**src/verilog/eth_frame_pkg.sv**
```systemverilog
package eth_frame_pkg;

    localparam logic [7:0] PREAMBLE_BYTE = 8'h55;      // Repeated before the SFD
    localparam logic [7:0] SFD_BYTE = 8'hD5;           // Start of frame delimiter
    localparam int PREAMBLE_LEN = 7;                   // Preamble bytes ahead of the SFD
    localparam int FCS_LEN = 4;                        // CRC-32 trailer bytes
    localparam int IFG_LEN = 12;                       // Minimum idle cycles between frames
    localparam logic [31:0] CRC_INIT = 32'hFFFF_FFFF;  // CRC register seed
    localparam logic [31:0] CRC_RESIDUE = 32'hC704DD7B; // Good-frame residue, normal bit order
    localparam logic [31:0] CRC_POLY = 32'hEDB8_8320;  // Reflected IEEE 802.3 polynomial

    // One byte through the reflected CRC-32, LSB of the byte first
    function automatic logic [31:0] crc32_byte(input logic [31:0] crc, input logic [7:0] data);
        logic [31:0] c;
        c = crc ^ {24'h00_0000, data};                 // Fold the byte into the low bits
        for (int i = 0; i < 8; i++) begin
            c = c[0] ? ((c >> 1) ^ CRC_POLY) : (c >> 1); // Shift out one bit
        end
        return c;
    endfunction

endpackage

```
**src/verilog/eth_stream_pkg.sv**
```systemverilog
package eth_stream_pkg;

    typedef logic [7:0] byte_t;                        // One octet on the wire or the stream

    // One beat of the internal byte stream
    typedef struct packed {
        byte_t data;                                   // Payload byte
        logic  last;                                   // Final byte of the frame
        logic  err;                                    // Bad frame, only meaningful with last
    } eth_beat_t;

endpackage

```
**src/verilog/eth_stream_if.sv**
```systemverilog
interface eth_stream_if import eth_stream_pkg::*; ();

    eth_beat_t beat;                                   // Data, last and err
    logic      valid;                                  // Source has a beat
    logic      ready;                                  // Sink takes the beat this cycle

    modport source (
        output beat,
        output valid,
        input  ready
    );

    modport sink (
        input  beat,
        input  valid,
        output ready
    );

endinterface

```
**src/verilog/eth_rx_mac.sv**
```systemverilog
module eth_rx_mac import eth_frame_pkg::*, eth_stream_pkg::*; (
    input  logic          clk_125,
    input  logic          i_reset_n,
    input  byte_t         gmii_rxd,
    input  logic          gmii_rx_dv,
    eth_stream_if.source  m                            // Payload beats to the RX FIFO
);

    typedef enum logic [1:0] {
        RX_IDLE,
        RX_PRE,
        RX_DATA,
        RX_SKIP
    } rx_state_t;

    rx_state_t   state_q;
    byte_t       dly_q [4];                            // Holds back the last four bytes, the FCS
    byte_t       pend_q;                               // Byte leaving the delay line
    logic [2:0]  fill_q;                               // Bytes seen since the SFD, saturates at 5
    logic [31:0] crc_q;                                // CRC over payload and FCS
    logic [31:0] crc_rev;
    logic        ovf_q;                                // A beat met a full FIFO
    logic        eof;
    logic        crc_bad;

    assign crc_rev = {<<{crc_q}};                      // Residue constant is in normal order
    assign crc_bad = (crc_rev != CRC_RESIDUE);
    assign eof     = !gmii_rx_dv;                      // dv low ends the frame

    // pend_q is payload once a fifth byte arrived, the last one goes out as dv drops
    assign m.valid = (state_q == RX_DATA) && (fill_q == 3'd5);
    assign m.beat  = '{data: pend_q, last: eof, err: eof && (crc_bad || ovf_q)};

    always_ff @(posedge clk_125) begin
        if (!i_reset_n) begin
            state_q <= RX_IDLE;
            fill_q  <= '0;
            ovf_q   <= 1'b0;
        end else begin
            case (state_q)
                RX_IDLE: begin
                    if (gmii_rx_dv) begin
                        state_q <= (gmii_rxd == PREAMBLE_BYTE) ? RX_PRE : RX_SKIP;
                    end
                end
                RX_PRE: begin
                    if (!gmii_rx_dv) begin
                        state_q <= RX_IDLE;            // Preamble only, nothing to do
                    end else if (gmii_rxd == SFD_BYTE) begin
                        state_q <= RX_DATA;
                        fill_q  <= '0;
                        ovf_q   <= 1'b0;
                    end else if (gmii_rxd != PREAMBLE_BYTE) begin
                        state_q <= RX_SKIP;            // Garbled preamble
                    end
                end
                RX_DATA: begin
                    if (gmii_rx_dv) begin
                        if (fill_q != 3'd5) begin
                            fill_q <= fill_q + 1'b1;
                        end
                        if (m.valid && !m.ready) begin
                            ovf_q <= 1'b1;             // Byte lost, flag on the last beat
                        end
                    end else begin
                        state_q <= RX_IDLE;            // Last beat issued this cycle
                    end
                end
                RX_SKIP: begin
                    if (!gmii_rx_dv) begin
                        state_q <= RX_IDLE;            // Wait out the bad frame
                    end
                end
                default: state_q <= RX_IDLE;
            endcase
        end
    end

    always_ff @(posedge clk_125) begin
        if (state_q == RX_PRE) begin
            crc_q <= CRC_INIT;                         // Seed until the SFD
        end else if ((state_q == RX_DATA) && gmii_rx_dv) begin
            crc_q    <= crc32_byte(crc_q, gmii_rxd);
            dly_q[0] <= gmii_rxd;
            dly_q[1] <= dly_q[0];
            dly_q[2] <= dly_q[1];
            dly_q[3] <= dly_q[2];
            pend_q   <= dly_q[3];
        end
    end

endmodule

```
**src/flat_wrapper.sv**
```systemverilog
// flat-port wrapper written by rule: the top's interface ports become plain ports
module eth_rx_mac_flat import eth_frame_pkg::*, eth_stream_pkg::*;
  (clk_125, i_reset_n, gmii_rxd, gmii_rx_dv, m_beat, m_valid, m_ready);
  eth_stream_if m_i ();
  input  logic clk_125;
  input  logic i_reset_n;
  input  byte_t gmii_rxd;
  input  logic gmii_rx_dv;
  output wire logic [$bits(m_i.beat)-1:0] m_beat;
  output wire logic [$bits(m_i.valid)-1:0] m_valid;
  input wire logic [$bits(m_i.ready)-1:0] m_ready;
  assign m_beat = m_i.beat;
  assign m_valid = m_i.valid;
  assign m_i.ready = m_ready;
  eth_rx_mac u_core (.clk_125(clk_125), .i_reset_n(i_reset_n), .gmii_rxd(gmii_rxd), .gmii_rx_dv(gmii_rx_dv), .m(m_i));
endmodule
```
**config.mk**
```make
export PLATFORM = sky130hd
export DESIGN_NAME = eth_rx_mac_flat
export DESIGN_NICKNAME = d
export VERILOG_FILES = /design/src/verilog/eth_frame_pkg.sv /design/src/verilog/eth_stream_pkg.sv /design/src/verilog/eth_stream_if.sv /design/src/verilog/eth_rx_mac.sv /design/src/flat_wrapper.sv
export SDC_FILE = /design/constraint.sdc
export NUM_CORES = 1
export LEC_CHECK = 0
export BUFFER_PORTS_ARGS = -buffer_cell sky130_fd_sc_hd__clkbuf_2
export CELL_PAD_IN_SITES_DETAIL_PLACEMENT = 0
export CELL_PAD_IN_SITES_GLOBAL_PLACEMENT = 1
export CORE_MARGIN = 3
export CORE_UTILIZATION = 45
export CTS_CLUSTER_SIZE = 8
export DETAILED_ROUTE_END_ITERATION = 8
export PLACE_DENSITY_LB_ADDON = 0.1
export SLEW_MARGIN = 5
export SYNTH_ARGS = -nofsm -noshare
export SYNTH_HDL_FRONTEND = slang
export SYNTH_SLANG_ARGS = --single-unit
```
**constraint.sdc**
```tcl
create_clock -name clk_125 -period 3.3 [get_ports clk_125]
set_input_delay 0.33 -clock clk_125 [delete_from_list [all_inputs] [get_ports clk_125]]
set_output_delay 0.33 -clock clk_125 [all_outputs]
set_load 0.03 [all_outputs]
```
==> flow_summary_export.csv <==
group,metric,value,unit
run_status,status,"complete, no violations",
clock_network,cts.sinks,78,
sta,final-max-slew-violation-count,0,
place,dpl.hpwl,4.76,mm
clock_network,cts_hold_buf,0,
logic_synthesis,syn-cell-area,0.00359,sq mm
drt,post-route-drc-count,0,
layout,nFillCells,644,
clock_network,ctsResizeCount,0,
global_route,antenna_found_initial,0,
logic_synthesis,avgSynthCellArea,13.6,sq um
clock_network,cts-root-buf,"clkbuf_8",
worst_setup_path,worst-path-buf-inv,1,
clock_network,clock_path_buffers,2,
clock_network,htreeDepth,3,
power_and_ir_drop,power_frac_seq,32.4,%
logic_synthesis,yosysTopAreaCellShare,33.4,%
worst_setup_path,critPathSlowestCell,"nor4b_1",
drt,wl_per_cell,17.4,um
drt,drt_pass1_iterations,4,
layout,area_growth,12.4,%
drt,drtIter0Drc,114,
logic_synthesis,synth_ff_type,"edfxtp_1",
global_route,grt_max_degree,44,
power_and_ir_drop,power_frac_clock,18.1,%
worst_setup_path,worstPathCellList,"nor4b_1 > nand4_1 > nor4_1 > a41oi_1 > clkbuf_2",
layout,regArea,0.00196,sq mm
worst_setup_path,worstSetupPathType,"flop to primary output",
clock_network,cts_tree,"yes",
power_and_ir_drop,powerDensity,1090,mW/mm^2
worst_setup_path,cpPeakStageDelay,0.41,ns
floorplanning,die_h,95.3,um
sta,setup_viol,0,
clock_network,numCtsBuffers,9,
clock_network,postCtsSetupBuffers,0,
global_route,grt-ovfl-total,0,
layout,multiInputGateArea,0.00157,sq mm
worst_setup_path,cp-end-kind,"primary output",
logic_synthesis,ys.warnings.count,0,
sta,fin_skew,0.00842,ns
sta,fin_crit,2.29,ns
floorplanning,rows,31,
sta,grt_setup_unrepaired,"false",
clock_network,clock_latency,0.35,ns
place,gp_congestion,0.819,
layout,most-common-layout-cells,"edfxtp_1 (40), dfxtp_1 (38), xnor2_1 (29)",
power_and_ir_drop,swShare,33.7,%
logic_synthesis,syn_nets,278,
sta,worst_slew_pin_slew,0.828,ns
worst_setup_path,crit_arrival,1.96,ns
layout,antenna_cells,0,
floorplanning,ios,23,
place,io_buffer_count,22,
floorplanning,dieArea,0.00909,sq mm
global_route,grt_pass1_vias,2023,
sta,hold_viol,0,
floorplanning,initial_utilization,48.0,%
layout,drive_gt1_share,18.9,%
worst_setup_path,cp_data_required_time,2.97,ns
worst_setup_path,path_max_fanout,3,
logic_synthesis,postSynth.asyncResetShare,0,%
logic_synthesis,synth_edf_count,40,
worst_setup_path,cp-start-kind,"flop",
power_and_ir_drop,p_leak,1.57,nW
drt,routed_via_density,5.17,
logic_synthesis,seq_area_frac_synth,54.6,%
layout,fin_nets,305,
global_route,grt_pass1_wl,11.2,mm
sta,fmax,437,MHz
clock_network,clk_pin_slew,0.08,ns
logic_synthesis,synth_area_leader_cell,"edfxtp_1",
sta,tns,0,ns
job,max_cap_violations,0,
drt,wl,6.85,mm
sta,slew_headroom,44.5,%
logic_synthesis,synth-seq-cells,78,
power_and_ir_drop,vdd_ir_drop_max,0.603,mV
floorplanning,fp.dieW,95.3,um
global_route,track_usage,17.0,%
worst_setup_path,cp_top_family,"simple AND/OR/NAND/NOR gates",
layout,layout_commonest_cell,"edfxtp_1",
power_and_ir_drop,power.internal,2.91,mW
power_and_ir_drop,switchingPower,1.47,mW
drt,ant_nets,0,
logic_synthesis,netlist_top_cells_area,"edfxtp_1 (33%), dfxtp_1 (21%), xnor3_1 (8.2%)",
power_and_ir_drop,power,4.38,mW
floorplanning,coreArea,0.00749,sq mm
logic_synthesis,ys_types,42,
logic_synthesis,syn_inst,264,
drt,routed-via-count,2044,
power_and_ir_drop,comb_power_share,49.5,%
sta,timing.final.crit_share,69.3,%
min_path,min_path_type,"input pin to flop",
[per-stage QoR]
step	instance area, sq um	std cells	setup WS [ns]	util [%]	hold WS, ns
final	4040	395	1.01	53.9	0.225
after global routing	4040	395	0.861	53.9	0.204
after CTS	4040	395	0.997	53.9	0.209
after detailed placement	3810	379	1.18	50.9	0.405
after global placement	3810	379	1.20	50.9	0.401
after floorplan	3590	264	0.497	-	0.400
[cell type report]
type / instances / share of cell area [%]
Sequential cell: 78 / 48.6
Multi-Input combinational cell: 171 / 38.9
Timing Repair Buffer: 26 / 3.47
Clock buffer: 10 / 3.16
Tap cell: 99 / 3.07
Clock inverter: 6 / 2.36
Inverter: 5 / 0.465
[logic make-up (layout without fill, tap and decap cells)]
group                    Yosys count  in the layout  synth area share, %
flip-flops                        78             78                 54.6
adder cells (fa/ha/maj)            2              2                0.697
buffers and inverters             15             47                 1.78
AND/OR/NAND/NOR                   59             59                 9.65
AO/OA/AOI/OAI                     42             42                 6.48
XOR/XNOR                          68             68                 26.8
[worst paths after layout]
kind / from / endpoint / slack (ns) / depth (start not counted)
max: u_core.crc_q[2] / m_beat[0] / 1.01 / 5
min: gmii_rxd[6] / u_core.dly_q[0][6] / 0.23 / 1
max reg2reg: u_core.state_q[1] / u_core.dly_q[1][7] / 1.21 / 4
min reg2reg: u_core.dly_q[2][7] / u_core.dly_q[3][7] / 0.42 / 0
[state kept, by name, indices dropped and copies added, names as in the netlist]
| name | count |
|---|---|
| u_core.crc_q | 32 |
| u_core.dly_q | 32 |
| u_core.fill_q | 3 |
| u_core.ovf_q | 1 |
| u_core.pend_q | 8 |
| u_core.state_q | 2 |
[cell usage after synthesis (2+ instances only)]
cell type and n:
xnor3_2 2, a21oi_1 27, dfxtp_1 38, xor3_1 2, xnor2_1 29, nor4bb_1 2, nand2_1 8, nor3_1 25
ha_1 2, buf_2 3, buf_1 2, nand4b_1 2, edfxtp_1 40, clkbuf_1 4, xnor2_4 2, o211ai_1 4
xnor3_1 13, and3_1 2, xor2_1 11, o21ai_0 6, inv_1 5, xnor2_2 6, xor2_4 2, nor2b_1 4
nor4b_1 4, nand4_1 3
[power by group through the flow]
stage / sequential (mW) / clock [mW] / combinational [mW]
after floorplan: 1.37 / 0 / 1.83
after global placement: 1.44 / 0 / 2.18
after detailed placement: 1.44 / 0 / 2.16
after CTS: 1.42 / 0.814 / 2.18
after global routing: 1.45 / 0.853 / 2.34
final: 1.42 / 0.791 / 2.17
[routing by layer]
metal  vias up  GRT usage, %  routed length (um)
li1       1012             -                   -
met1       977          24.1                3400
met2        49          25.1                3080
met3         6          5.21                 319
met4         0          4.81                  55
met5         -             0                   0
No activity file was read; power rests on OpenSTA's default activity.
