## src/verilog/eth_frame_pkg.sv

```systemverilog
package eth_frame_pkg;

    localparam logic [7:0] PREAMBLE_BYTE = 8'h55;      // Repeated before the SFD
    localparam logic [7:0] SFD_BYTE = 8'hD5;           // Start of frame delimiter
    localparam int PREAMBLE_LEN = 7;                   // Preamble bytes ahead of the SFD
    localparam int FCS_LEN = 4;                        // CRC-32 trailer bytes
    localparam int IFG_LEN = 12;                       // Minimum idle cycles between frames
    localparam logic [31:0] CRC_INIT = 32'hFFFF_FFFF;  // CRC register seed
    localparam logic [31:0] CRC_RESIDUE = 32'hC704DD7B; // Good-frame residue, normal bit order
    localparam logic [31:0] CRC_POLY = 32'hEDB8_8320;  // Reflected IEEE 802.3 polynomial

    // One byte through the reflected CRC-32, LSB of the byte first
    function automatic logic [31:0] crc32_byte(input logic [31:0] crc, input logic [7:0] data);
        logic [31:0] c;
        c = crc ^ {24'h00_0000, data};                 // Fold the byte into the low bits
        for (int i = 0; i < 8; i++) begin
            c = c[0] ? ((c >> 1) ^ CRC_POLY) : (c >> 1); // Shift out one bit
        end
        return c;
    endfunction

endpackage

```

## src/verilog/eth_stream_pkg.sv

```systemverilog
package eth_stream_pkg;

    typedef logic [7:0] byte_t;                        // One octet on the wire or the stream

    // One beat of the internal byte stream
    typedef struct packed {
        byte_t data;                                   // Payload byte
        logic  last;                                   // Final byte of the frame
        logic  err;                                    // Bad frame, only meaningful with last
    } eth_beat_t;

endpackage

```

## src/verilog/eth_stream_if.sv

```systemverilog
interface eth_stream_if import eth_stream_pkg::*; ();

    eth_beat_t beat;                                   // Data, last and err
    logic      valid;                                  // Source has a beat
    logic      ready;                                  // Sink takes the beat this cycle

    modport source (
        output beat,
        output valid,
        input  ready
    );

    modport sink (
        input  beat,
        input  valid,
        output ready
    );

endinterface

```

## src/verilog/eth_tx_mac.sv

```systemverilog
module eth_tx_mac import eth_frame_pkg::*, eth_stream_pkg::*; (
    input  logic          clk_125,
    input  logic          i_reset_n,
    eth_stream_if.sink    s,                           // Whole frames from the TX FIFO
    output byte_t         gmii_txd,
    output logic          gmii_tx_en
);

    typedef enum logic [2:0] {
        TX_IDLE,
        TX_PRE,
        TX_SFD,
        TX_DATA,
        TX_FCS,
        TX_GAP
    } tx_state_t;

    tx_state_t   state_q;
    tx_state_t   state_d;
    logic [3:0]  cnt_q;                                // Preamble, FCS and gap counter
    logic [3:0]  cnt_d;
    logic [31:0] crc_q;                                // Running CRC, then the FCS shifter
    logic [31:0] crc_d;
    byte_t       txd_d;
    logic        en_d;

    // Payload is pulled one byte per cycle, the FIFO never runs dry inside a frame
    assign s.ready = (state_q == TX_DATA);

    always_comb begin
        state_d = state_q;
        cnt_d   = cnt_q;
        crc_d   = crc_q;
        txd_d   = 8'h00;                               // Idle line
        en_d    = 1'b0;
        case (state_q)
            TX_IDLE: begin
                if (s.valid) begin                     // A complete frame waits
                    txd_d   = PREAMBLE_BYTE;           // First preamble byte goes out now
                    en_d    = 1'b1;
                    cnt_d   = 4'd1;
                    state_d = TX_PRE;
                end
            end
            TX_PRE: begin
                txd_d = PREAMBLE_BYTE;
                en_d  = 1'b1;
                cnt_d = cnt_q + 1'b1;
                if (cnt_q == 4'(PREAMBLE_LEN - 1)) begin
                    state_d = TX_SFD;                  // Seventh byte loaded
                end
            end
            TX_SFD: begin
                txd_d   = SFD_BYTE;
                en_d    = 1'b1;
                crc_d   = CRC_INIT;                    // Seed for the payload
                state_d = TX_DATA;
            end
            TX_DATA: begin
                txd_d = s.beat.data;
                en_d  = 1'b1;
                crc_d = crc32_byte(crc_q, s.beat.data);
                if (s.beat.last) begin
                    cnt_d   = '0;
                    state_d = TX_FCS;
                end
            end
            TX_FCS: begin
                txd_d = ~crc_q[7:0];                   // Complemented, low byte first
                en_d  = 1'b1;
                crc_d = {8'h00, crc_q[31:8]};
                cnt_d = cnt_q + 1'b1;
                if (cnt_q == 4'(FCS_LEN - 1)) begin
                    cnt_d   = '0;
                    state_d = TX_GAP;
                end
            end
            TX_GAP: begin
                cnt_d = cnt_q + 1'b1;                  // Line stays idle
                if (cnt_q == 4'(IFG_LEN - 1)) begin
                    state_d = TX_IDLE;
                end
            end
            default: state_d = TX_IDLE;
        endcase
    end

    always_ff @(posedge clk_125) begin
        if (!i_reset_n) begin
            state_q    <= TX_IDLE;
            cnt_q      <= '0;
            gmii_tx_en <= 1'b0;
        end else begin
            state_q    <= state_d;
            cnt_q      <= cnt_d;
            gmii_tx_en <= en_d;
        end
    end

    always_ff @(posedge clk_125) begin
        crc_q    <= crc_d;
        gmii_txd <= txd_d;                             // Registered GMII data
    end

endmodule

```

## src/flat_wrapper.sv

```systemverilog
// flat-port wrapper written by rule: the top's interface ports become plain ports
module eth_tx_mac_flat import eth_frame_pkg::*, eth_stream_pkg::*;
  (clk_125, i_reset_n, gmii_txd, gmii_tx_en, s_beat, s_valid, s_ready);
  eth_stream_if s_i ();
  input  logic clk_125;
  input  logic i_reset_n;
  output byte_t gmii_txd;
  output logic gmii_tx_en;
  input wire logic [$bits(s_i.beat)-1:0] s_beat;
  input wire logic [$bits(s_i.valid)-1:0] s_valid;
  output wire logic [$bits(s_i.ready)-1:0] s_ready;
  assign s_i.beat = s_beat;
  assign s_i.valid = s_valid;
  assign s_ready = s_i.ready;
  eth_tx_mac u_core (.clk_125(clk_125), .i_reset_n(i_reset_n), .s(s_i), .gmii_txd(gmii_txd), .gmii_tx_en(gmii_tx_en));
endmodule
```

## config.mk

```make
export PLATFORM = sky130hd
export DESIGN_NAME = eth_tx_mac_flat
export DESIGN_NICKNAME = d
export VERILOG_FILES = /design/src/verilog/eth_frame_pkg.sv /design/src/verilog/eth_stream_pkg.sv /design/src/verilog/eth_stream_if.sv /design/src/verilog/eth_tx_mac.sv /design/src/flat_wrapper.sv
export SDC_FILE = /design/constraint.sdc
export NUM_CORES = 1
export LEC_CHECK = 0
export BUFFER_PORTS_ARGS = -buffer_cell sky130_fd_sc_hd__buf_4
export CAP_MARGIN = 20
export CORE_ASPECT_RATIO = 0.75
export CORE_MARGIN = 1.5
export CORE_UTILIZATION = 38
export CTS_CLUSTER_SIZE = 10
export DETAILED_ROUTE_END_ITERATION = 10
export GPL_TIMING_DRIVEN = 0
export PLACE_DENSITY = 0.67
export SLEW_MARGIN = 20
export SYNTH_ARGS = -nofsm -noshare
export SYNTH_HDL_FRONTEND = slang
export SYNTH_SLANG_ARGS = --single-unit
```

## constraint.sdc

```tcl
create_clock -name clk_125 -period 4.2 [get_ports clk_125]
set_input_delay 0.21 -clock clk_125 [delete_from_list [all_inputs] [get_ports clk_125]]
set_output_delay 0.21 -clock clk_125 [all_outputs]
set_load 0.05 [all_outputs]
```

==> results of run 1 <==
[power groups by stage]
stage / Clock (mW) / Sequential, mW / Combinational [mW]
global route: 0.355 / 0.578 / 0.498
CTS: 0.340 / 0.572 / 0.459
detailed placement: 0 / 0.583 / 0.456
global placement: 0 / 0.583 / 0.450
finish: 0.333 / 0.572 / 0.460
floorplan: 0 / 0.621 / 0.313
[routing by layer]
layer,GRT usage,routed length [um]
met2,0.222,2460
met5,0,0
met3,0.0349,511
met4,0.0500,58
met1,0.245,3130
[kinds of logic after synthesis]
kind of cell    Yosys count  synth area share
compound gates           89             0.170
simple gates             83             0.130
flops                    48             0.442
xor+xnor                 47             0.220
buf+inv                  17            0.0294
fa+ha+maj                 2           0.00864
[cells in the final DEF, fill, tap and decap left out, types with 2 or more instances in the layout]
master	count
sky130_fd_sc_hd__clkbuf_8	7
sky130_fd_sc_hd__nand2_1	21
sky130_fd_sc_hd__inv_1	4
sky130_fd_sc_hd__buf_4	21
sky130_fd_sc_hd__nor2b_1	4
sky130_fd_sc_hd__nor3b_1	2
sky130_fd_sc_hd__a31oi_1	2
sky130_fd_sc_hd__edfxtp_1	32
sky130_fd_sc_hd__o21ai_0	33
sky130_fd_sc_hd__and3_1	7
sky130_fd_sc_hd__dfxtp_1	16
sky130_fd_sc_hd__clkbuf_1	9
sky130_fd_sc_hd__nand2b_1	2
sky130_fd_sc_hd__xnor2_2	6
sky130_fd_sc_hd__nand3_1	3
sky130_fd_sc_hd__xnor2_1	27
sky130_fd_sc_hd__ha_1	2
sky130_fd_sc_hd__o211ai_1	2
sky130_fd_sc_hd__xor2_1	4
sky130_fd_sc_hd__and2_1	2
sky130_fd_sc_hd__a21oi_1	39
sky130_fd_sc_hd__a211o_1	7
sky130_fd_sc_hd__xnor2_4	8
sky130_fd_sc_hd__nor3_1	2
sky130_fd_sc_hd__nor2_1	36
[worst min-delay path by stage]
stage / depth (start not counted) / slack, ns / end / startpoint
final: 3 / 0.13 / u_core.gmii_txd[5]$_DFF_P_ / s_beat[7]
after global routing: 3 / 0.15 / u_core.gmii_txd[5]$_DFF_P_ / s_beat[7]
after CTS: 3 / 0.13 / u_core.gmii_txd[5]$_DFF_P_ / s_beat[7]
after detailed placement: 3 / 0.47 / u_core.gmii_txd[5]$_DFF_P_ / s_beat[7]
after global placement: 3 / 0.45 / u_core.gmii_txd[3]$_DFF_P_ / s_beat[5]
after floorplan: 2 / 0.32 / u_core.gmii_txd[1]$_DFF_P_ / s_beat[3]
[critical path: stages (launching register included)]
cell	delay, ns
sky130_fd_sc_hd__edfxtp_1	0.44
sky130_fd_sc_hd__xnor2_2	0.41
sky130_fd_sc_hd__xor3_2	0.61
sky130_fd_sc_hd__xnor2_4	0.19
sky130_fd_sc_hd__xnor2_1	0.28
sky130_fd_sc_hd__a211o_1	0.18
sky130_fd_sc_hd__nand2_1	0.04
[registers in the layout, summed over array words and instances, names as in the netlist]
signal             flops
u_core.gmii_txd        8
u_core.gmii_tx_en      1
u_core.cnt_q           4
u_core.state_q         3
u_core.crc_q          32
[per-stage QoR]
| stage | utilization | power (mW) | setup slack [ns] | instance area, um2 | std cells |
|---|---|---|---|---|---|
| after floorplan | - | 0.934 | 2.07 | 2900 | 286 |
| after global placement | 0.432 | 1.03 | 1.61 | 3180 | 408 |
| after detailed placement | 0.432 | 1.04 | 1.84 | 3180 | 408 |
| after CTS | 0.447 | 1.37 | 1.81 | 3290 | 416 |
| after global routing | 0.447 | 1.43 | 1.68 | 3290 | 416 |
| final | 0.447 | 1.37 | 1.81 | 3290 | 416 |
[final cells by class]
cell class                 instances  area share
clock inverter                     2     0.00456
multi-input combinational        221       0.466
clock buffer                       6      0.0285
inverter                           5     0.00570
tap                              101      0.0384
sequential                        48       0.389
buffer                            12      0.0201
timing repair buffer              21      0.0479
==> reports/qor.txt, run 1 <==
==============================================================================
Die W                                                                   104 um
Post-synth top area share                                                0.332
Most frequent cells after synthesis                               sky130_fd_sc_hd__a21oi_1, sky130_fd_sc_hd__nor2_1, sky130_fd_sc_hd__o21ai_0
Sequential-to-total area share from yosys stat                           0.442
Power Internal                                                        0.888 mW
Peak Freq                                                              419 MHz
Final worst clock skew                                               0.0154 ns
Reg2reg setup slack                                                    1.81 ns
Proportion of power drawn by the clock network                           0.244
Number of enable-type register cells in the synthesized netlist             32
Most frequently used flop master after synthesis                  sky130_fd_sc_hd__edfxtp_1
Clock tree from TritonCTS                                                 done
Total wire length after detailed routing                               6160 um
Worst max-slew margin expressed relative to the limit                    0.483
Final weighted congestion in routability-driven placement                0.884
Run status                                                        complete, no violations
Initial antenna violation count                                              0
CTS Hold Buffers Added                                                       0
Sort of element at the start of the critical path                    flip-flop
Total leakage power                                                    1.09 nW
Cells after synthesis                                                      286
Htree depth                                                                  2
Top-count cell post-synth                                         sky130_fd_sc_hd__a21oi_1
Class of the tightest hold or removal check                       primary input to flip-flop
Clock Tree Buf Depth                                                         2
Number of remaining DRC errors                                               0
Quantity of gates resized following cts                                      0
TritonCTS buffer count                                                       5
Element type at the critical path end                                flip-flop
Worst-margin pin slew                                                 0.772 ns
Drt wl/cell                                                            14.8 um
Sequential Area                                                    0.00128 mm2
Overall fraction of global-route tracks in use                           0.161
Std-Cell Core Area                                                 0.00736 mm2
CTS sink cnt                                                                48
Start of the worst register-to-register path                      u_core.crc_q[6]$_DFFE_PP_
Layout cell share with drive strength beyond 1                           0.156
IO Pins                                                                     23
Detailed Routing Iterations Pass 1                                           4
Cells on worst reg2reg path                                                  6
Cell variety after synth                                                    37
Layout-stage area growth over the synthesis result                       13.7%
Vias/cell                                                                 5.07
Total number of vias                                                      2109
GRT overflow                                                                 0
Initial DRC count                                                          154
Combinational cell fraction of total power                               0.337
Seq pwr share                                                            0.419
Data required, critical path                                           4.27 ns
Ratio of final minimum period to clock period                            0.568
Post-detail-place hpwl                                                 4340 um
Number of fill cells                                                       700
Worst hold margin                                                     0.131 ns
Largest area contributor in the synthesized netlist               sky130_fd_sc_hd__edfxtp_1
Most area-consuming cells after synthesis                         sky130_fd_sc_hd__edfxtp_1, sky130_fd_sc_hd__dfxtp_1, sky130_fd_sc_hd__xnor2_1, sky130_fd_sc_hd__xnor2_4, sky130_fd_sc_hd__a21oi_1
Critical Path Start                                               u_core.crc_q[6]$_DFFE_PP_
Final TNS setup                                                           0 ns
Ys Warns                                                                     0
CP Class                                                          flip-flop to flip-flop
Worst IR Drop VDD                                                   0.000192 V
First-pass GRT wire length                                            10000 um
Count of input and output buffers                                           21
Min Tclk post-route                                                    2.39 ns
FFs w/ async S/R, synth                                                      0
Ant diodes                                                                   0
Max Fanout on Critical Path                                                  4
NetSw                                                                 0.478 mW
Area of combinational cells with multiple inputs                   0.00153 mm2
Max-slew violation total from the final report                               0
Starting utilization of the core area                                    0.393
Final hold violation count                                                   0
Final ANT Viol Nets                                                          0
Layout net count                                                           329
Die area                                                           0.00816 mm2
CTS clock-pin slew for the worst setup and hold paths                  0.10 ns
Site Rows                                                                   27
Clock root cell                                                   sky130_fd_sc_hd__clkbuf_8
Clock insertion delay at the later pin of the skew report              0.32 ns
Post-Synthesis Mean Instance Area                                     10.1 um2
Unrepaired setup endpoints after global routing                          false
Netlist area before placement                                      0.00290 mm2
Power per unit of standard cell area                                415 mW/mm2
# setup viols final                                                          0
Die boundary height                                                    78.6 um
Worst setup endpoint                                              u_core.crc_q[22]$_DFFE_PP_
Total of flip-flops plus latches after synthesis                            48
Worst reg2reg endpoint                                            u_core.crc_q[22]$_DFFE_PP_
Total setup buffers inserted after CTS                                       0
Max Cap Viol                                                                 0
Data arrival, critical path                                            2.45 ns
Syn_nets                                                                   301
Maximum number of pins on one net before global-route repair                33
Net switching fraction of the power                                      0.350
Via count of the first global-routing pass                                1912
==============================================================================
Power figures use the tool's default switching activity.
==> inputs of run 2 (changes only) <==
--- a/config.mk
+++ b/config.mk
@@ -13,7 +13,7 @@
 export CTS_CLUSTER_SIZE = 10
 export DETAILED_ROUTE_END_ITERATION = 10
 export GPL_TIMING_DRIVEN = 0
-export PLACE_DENSITY = 0.67
+export PLACE_DENSITY = 0.69
 export SLEW_MARGIN = 20
 export SYNTH_ARGS = -nofsm -noshare
 export SYNTH_HDL_FRONTEND = slang
==> constraint.sdc (replaced) <==
create_clock -name clk_125 -period 2.1 [get_ports clk_125]
set_input_delay 0.105 -clock clk_125 [delete_from_list [all_inputs] [get_ports clk_125]]
set_output_delay 0.105 -clock clk_125 [all_outputs]
set_load 0.05 [all_outputs]
==> reports/qor.txt, run 2 (synthesis results as in run 1) <==
============================================================================
Run status                                                      complete, no violations
Vias/cell                                                               5.05
Total wire length after detailed routing                             6710 um
Ratio of final minimum period to clock period                          0.989
Die area                                                         0.00816 mm2
Power per unit of standard cell area                              796 mW/mm2
Cell Count, Final, Fillers Out                                           434
Detailed Routing Iterations Pass 1                                         4
Element type at the critical path end                              flip-flop
Layout net count                                                         347
# setup viols final                                                        0
CTS sink cnt                                                              48
Critical path cell sequence                                     xnor2_4 -> xnor2_1 -> xnor2_1 -> xnor2_1 -> a211o_1 -> nand2_1
Clock tree from TritonCTS                                               done
Htree depth                                                                2
Die boundary height                                                  78.6 um
Data arrival, critical path                                          2.25 ns
Std-Cell Core Area                                               0.00736 mm2
Sort of element at the start of the critical path                  flip-flop
Post-detail-place hpwl                                               4530 um
Worst IR Drop VDD                                                 0.000334 V
Min Tclk post-route                                                  2.08 ns
Unrepaired setup endpoints after global routing                         true
CP Class                                                        flip-flop to flip-flop
Final ANT Viol Nets                                                        0
Dpl ws                                                             -0.208 ns
Worst max-slew margin expressed relative to the limit                  0.591
Die W                                                                 104 um
First-pass GRT wire length                                          10800 um
Commonest cells after routing, fill and taps aside              sky130_fd_sc_hd__a21oi_1, sky130_fd_sc_hd__buf_4, sky130_fd_sc_hd__nor2_1, sky130_fd_sc_hd__o21ai_0, sky130_fd_sc_hd__edfxtp_1
Largest registers in the final layout                           u_core.crc_q x32, u_core.gmii_txd x8, u_core.cnt_q x4
Clock insertion delay at the later pin of the skew report            0.31 ns
Worst hold start                                                   s_beat[7]
Area of combinational cells with multiple inputs                 0.00168 mm2
Number of placed instances with taps included                            408
Final worst clock skew                                             0.0134 ns
Initial DRC count                                                        135
Maximum number of pins on one net before global-route repair              33
Layout-stage area growth over the synthesis result                     23.3%
Starting utilization of the core area                                  0.393
Overall fraction of global-route tracks in use                         0.171
Drt wl/cell                                                          15.4 um
Max-slew violation total from the final report                             0
Number of flip-flops under the largest register name                      32
Met3 WL                                                               286 um
Ant diodes                                                                 0
CTS Hold Buffers Added                                                     0
Number of remaining DRC errors                                             0
Highest signal layer in the routed design                               met4
Max Fanout on Critical Path                                                5
Largest stage delay on the critical path                             0.49 ns
Sequential Area                                                  0.00128 mm2
Layout cell share with drive strength beyond 1                         0.225
GRT overflow                                                               0
Total number of vias                                                    2193
Clock root cell                                                 sky130_fd_sc_hd__clkbuf_8
Critical Path Start                                             u_core.crc_q[4]$_DFFE_PP_
Most common library cell in the layout ignoring fill and taps   sky130_fd_sc_hd__a21oi_1
Initial antenna violation count                                            0
TritonCTS buffer count                                                     5
Final TNS setup                                                         0 ns
Peak Freq                                                            482 MHz
CTS clock-pin slew for the worst setup and hold paths                0.09 ns
Final worst-path setup slack                                       0.0239 ns
Register with the most flip-flops                               u_core.crc_q
Critical path's most frequent cell                              sky130_fd_sc_hd__xnor2_1
Class of the tightest hold or removal check                     primary input to flip-flop
Number of fill cells                                                     693
Final hold violation count                                                 0
Routed met1 length                                                   3420 um
End-of-flow core utilization                                           0.485
Worst hold margin                                                  0.0410 ns
Total leakage power                                                  1.21 nW
IO Pins                                                                   23
Via count of the first global-routing pass                              2029
Site Rows                                                                 27
Count of input and output buffers                                         21
Final weighted congestion in routability-driven placement              0.870
Max Cap Viol                                                               0
Start of the worst register-to-register path                    u_core.crc_q[4]$_DFFE_PP_
Routed length on met2                                                2930 um
Clock Tree Buf Depth                                                       2
Data required, critical path                                         2.27 ns
Slowest library cell on the worst path                          sky130_fd_sc_hd__edfxtp_1
Worst-margin pin slew                                               0.610 ns
============================================================================
==> run 2: cell count changes in the layout (fill, tap and decap cells not counted), sizes merged <==
cell and change:
clkinv +2, inv -2, buf +18
==> run 2: report_power, final <==
group,internal (mW),switching (mW)
registers,1.10,0.0469
clock network,0.263,0.321
logic,0.485,0.624
total,1.85,0.992
==> run 2: layout make-up <==
class | count | share of cell area
Buffer | 12 | 0.0200
Clock buffer | 6 | 0.0231
Clock inverter | 2 | 0.00280
Inverter | 5 | 0.00526
Multi-Input combinational cell | 221 | 0.469
Sequential cell | 48 | 0.359
Tap cell | 101 | 0.0354
Timing Repair Buffer | 39 | 0.0855
==> run 2: repair_timing <==
item,4_1_cts,5_1_grt
setup endpoints to repair,38,46
pin swaps,5,6
gates cloned,0,0
buffers inserted,4,14
resized for setup,10,11
==> run 2: worst paths after layout <==
| kind | end | slack [ns] | cells after the start |
|---|---|---|---|
| worst min register to register | u_core.cnt_q[3]$_SDFFE_PN0P_ | 0.57 | 2 |
| worst max-delay path | u_core.crc_q[18]$_DFFE_PP_ | 0.02 | 6 |
| worst min-delay path | u_core.gmii_txd[5]$_DFF_P_ | 0.04 | 3 |
| worst max register to register | u_core.crc_q[18]$_DFFE_PP_ | 0.02 | 6 |
==> run 2: stage by stage <==
stage / cell area (um2) / power, mW
2_1_floorplan: 2900 / 1.87
3_3_place_gp: 3180 / 2.07
3_5_place_dp: 3180 / 2.08
4_1_cts: 3390 / 2.73
5_1_grt: 3570 / 2.99
6_report: 3570 / 2.84
==> run 2: per-layer routing <==
| layer | vias up | GRT usage |
|---|---|---|
| met2 | 40 | 0.248 |
| met1 | 1047 | 0.251 |
| met4 | 0 | 0.0528 |
| li1 | 1099 | - |
| met3 | 7 | 0.0390 |
| met5 | - | 0 |
==> run 2: critical path, delay by kind of cell (launching register included) <==
kind	cells	cell delay [ns]
AO/OA/AOI/OAI	1	0.31
XOR/XNOR	4	1.07
flip-flops	1	0.49
AND/OR/NAND/NOR	1	0.06
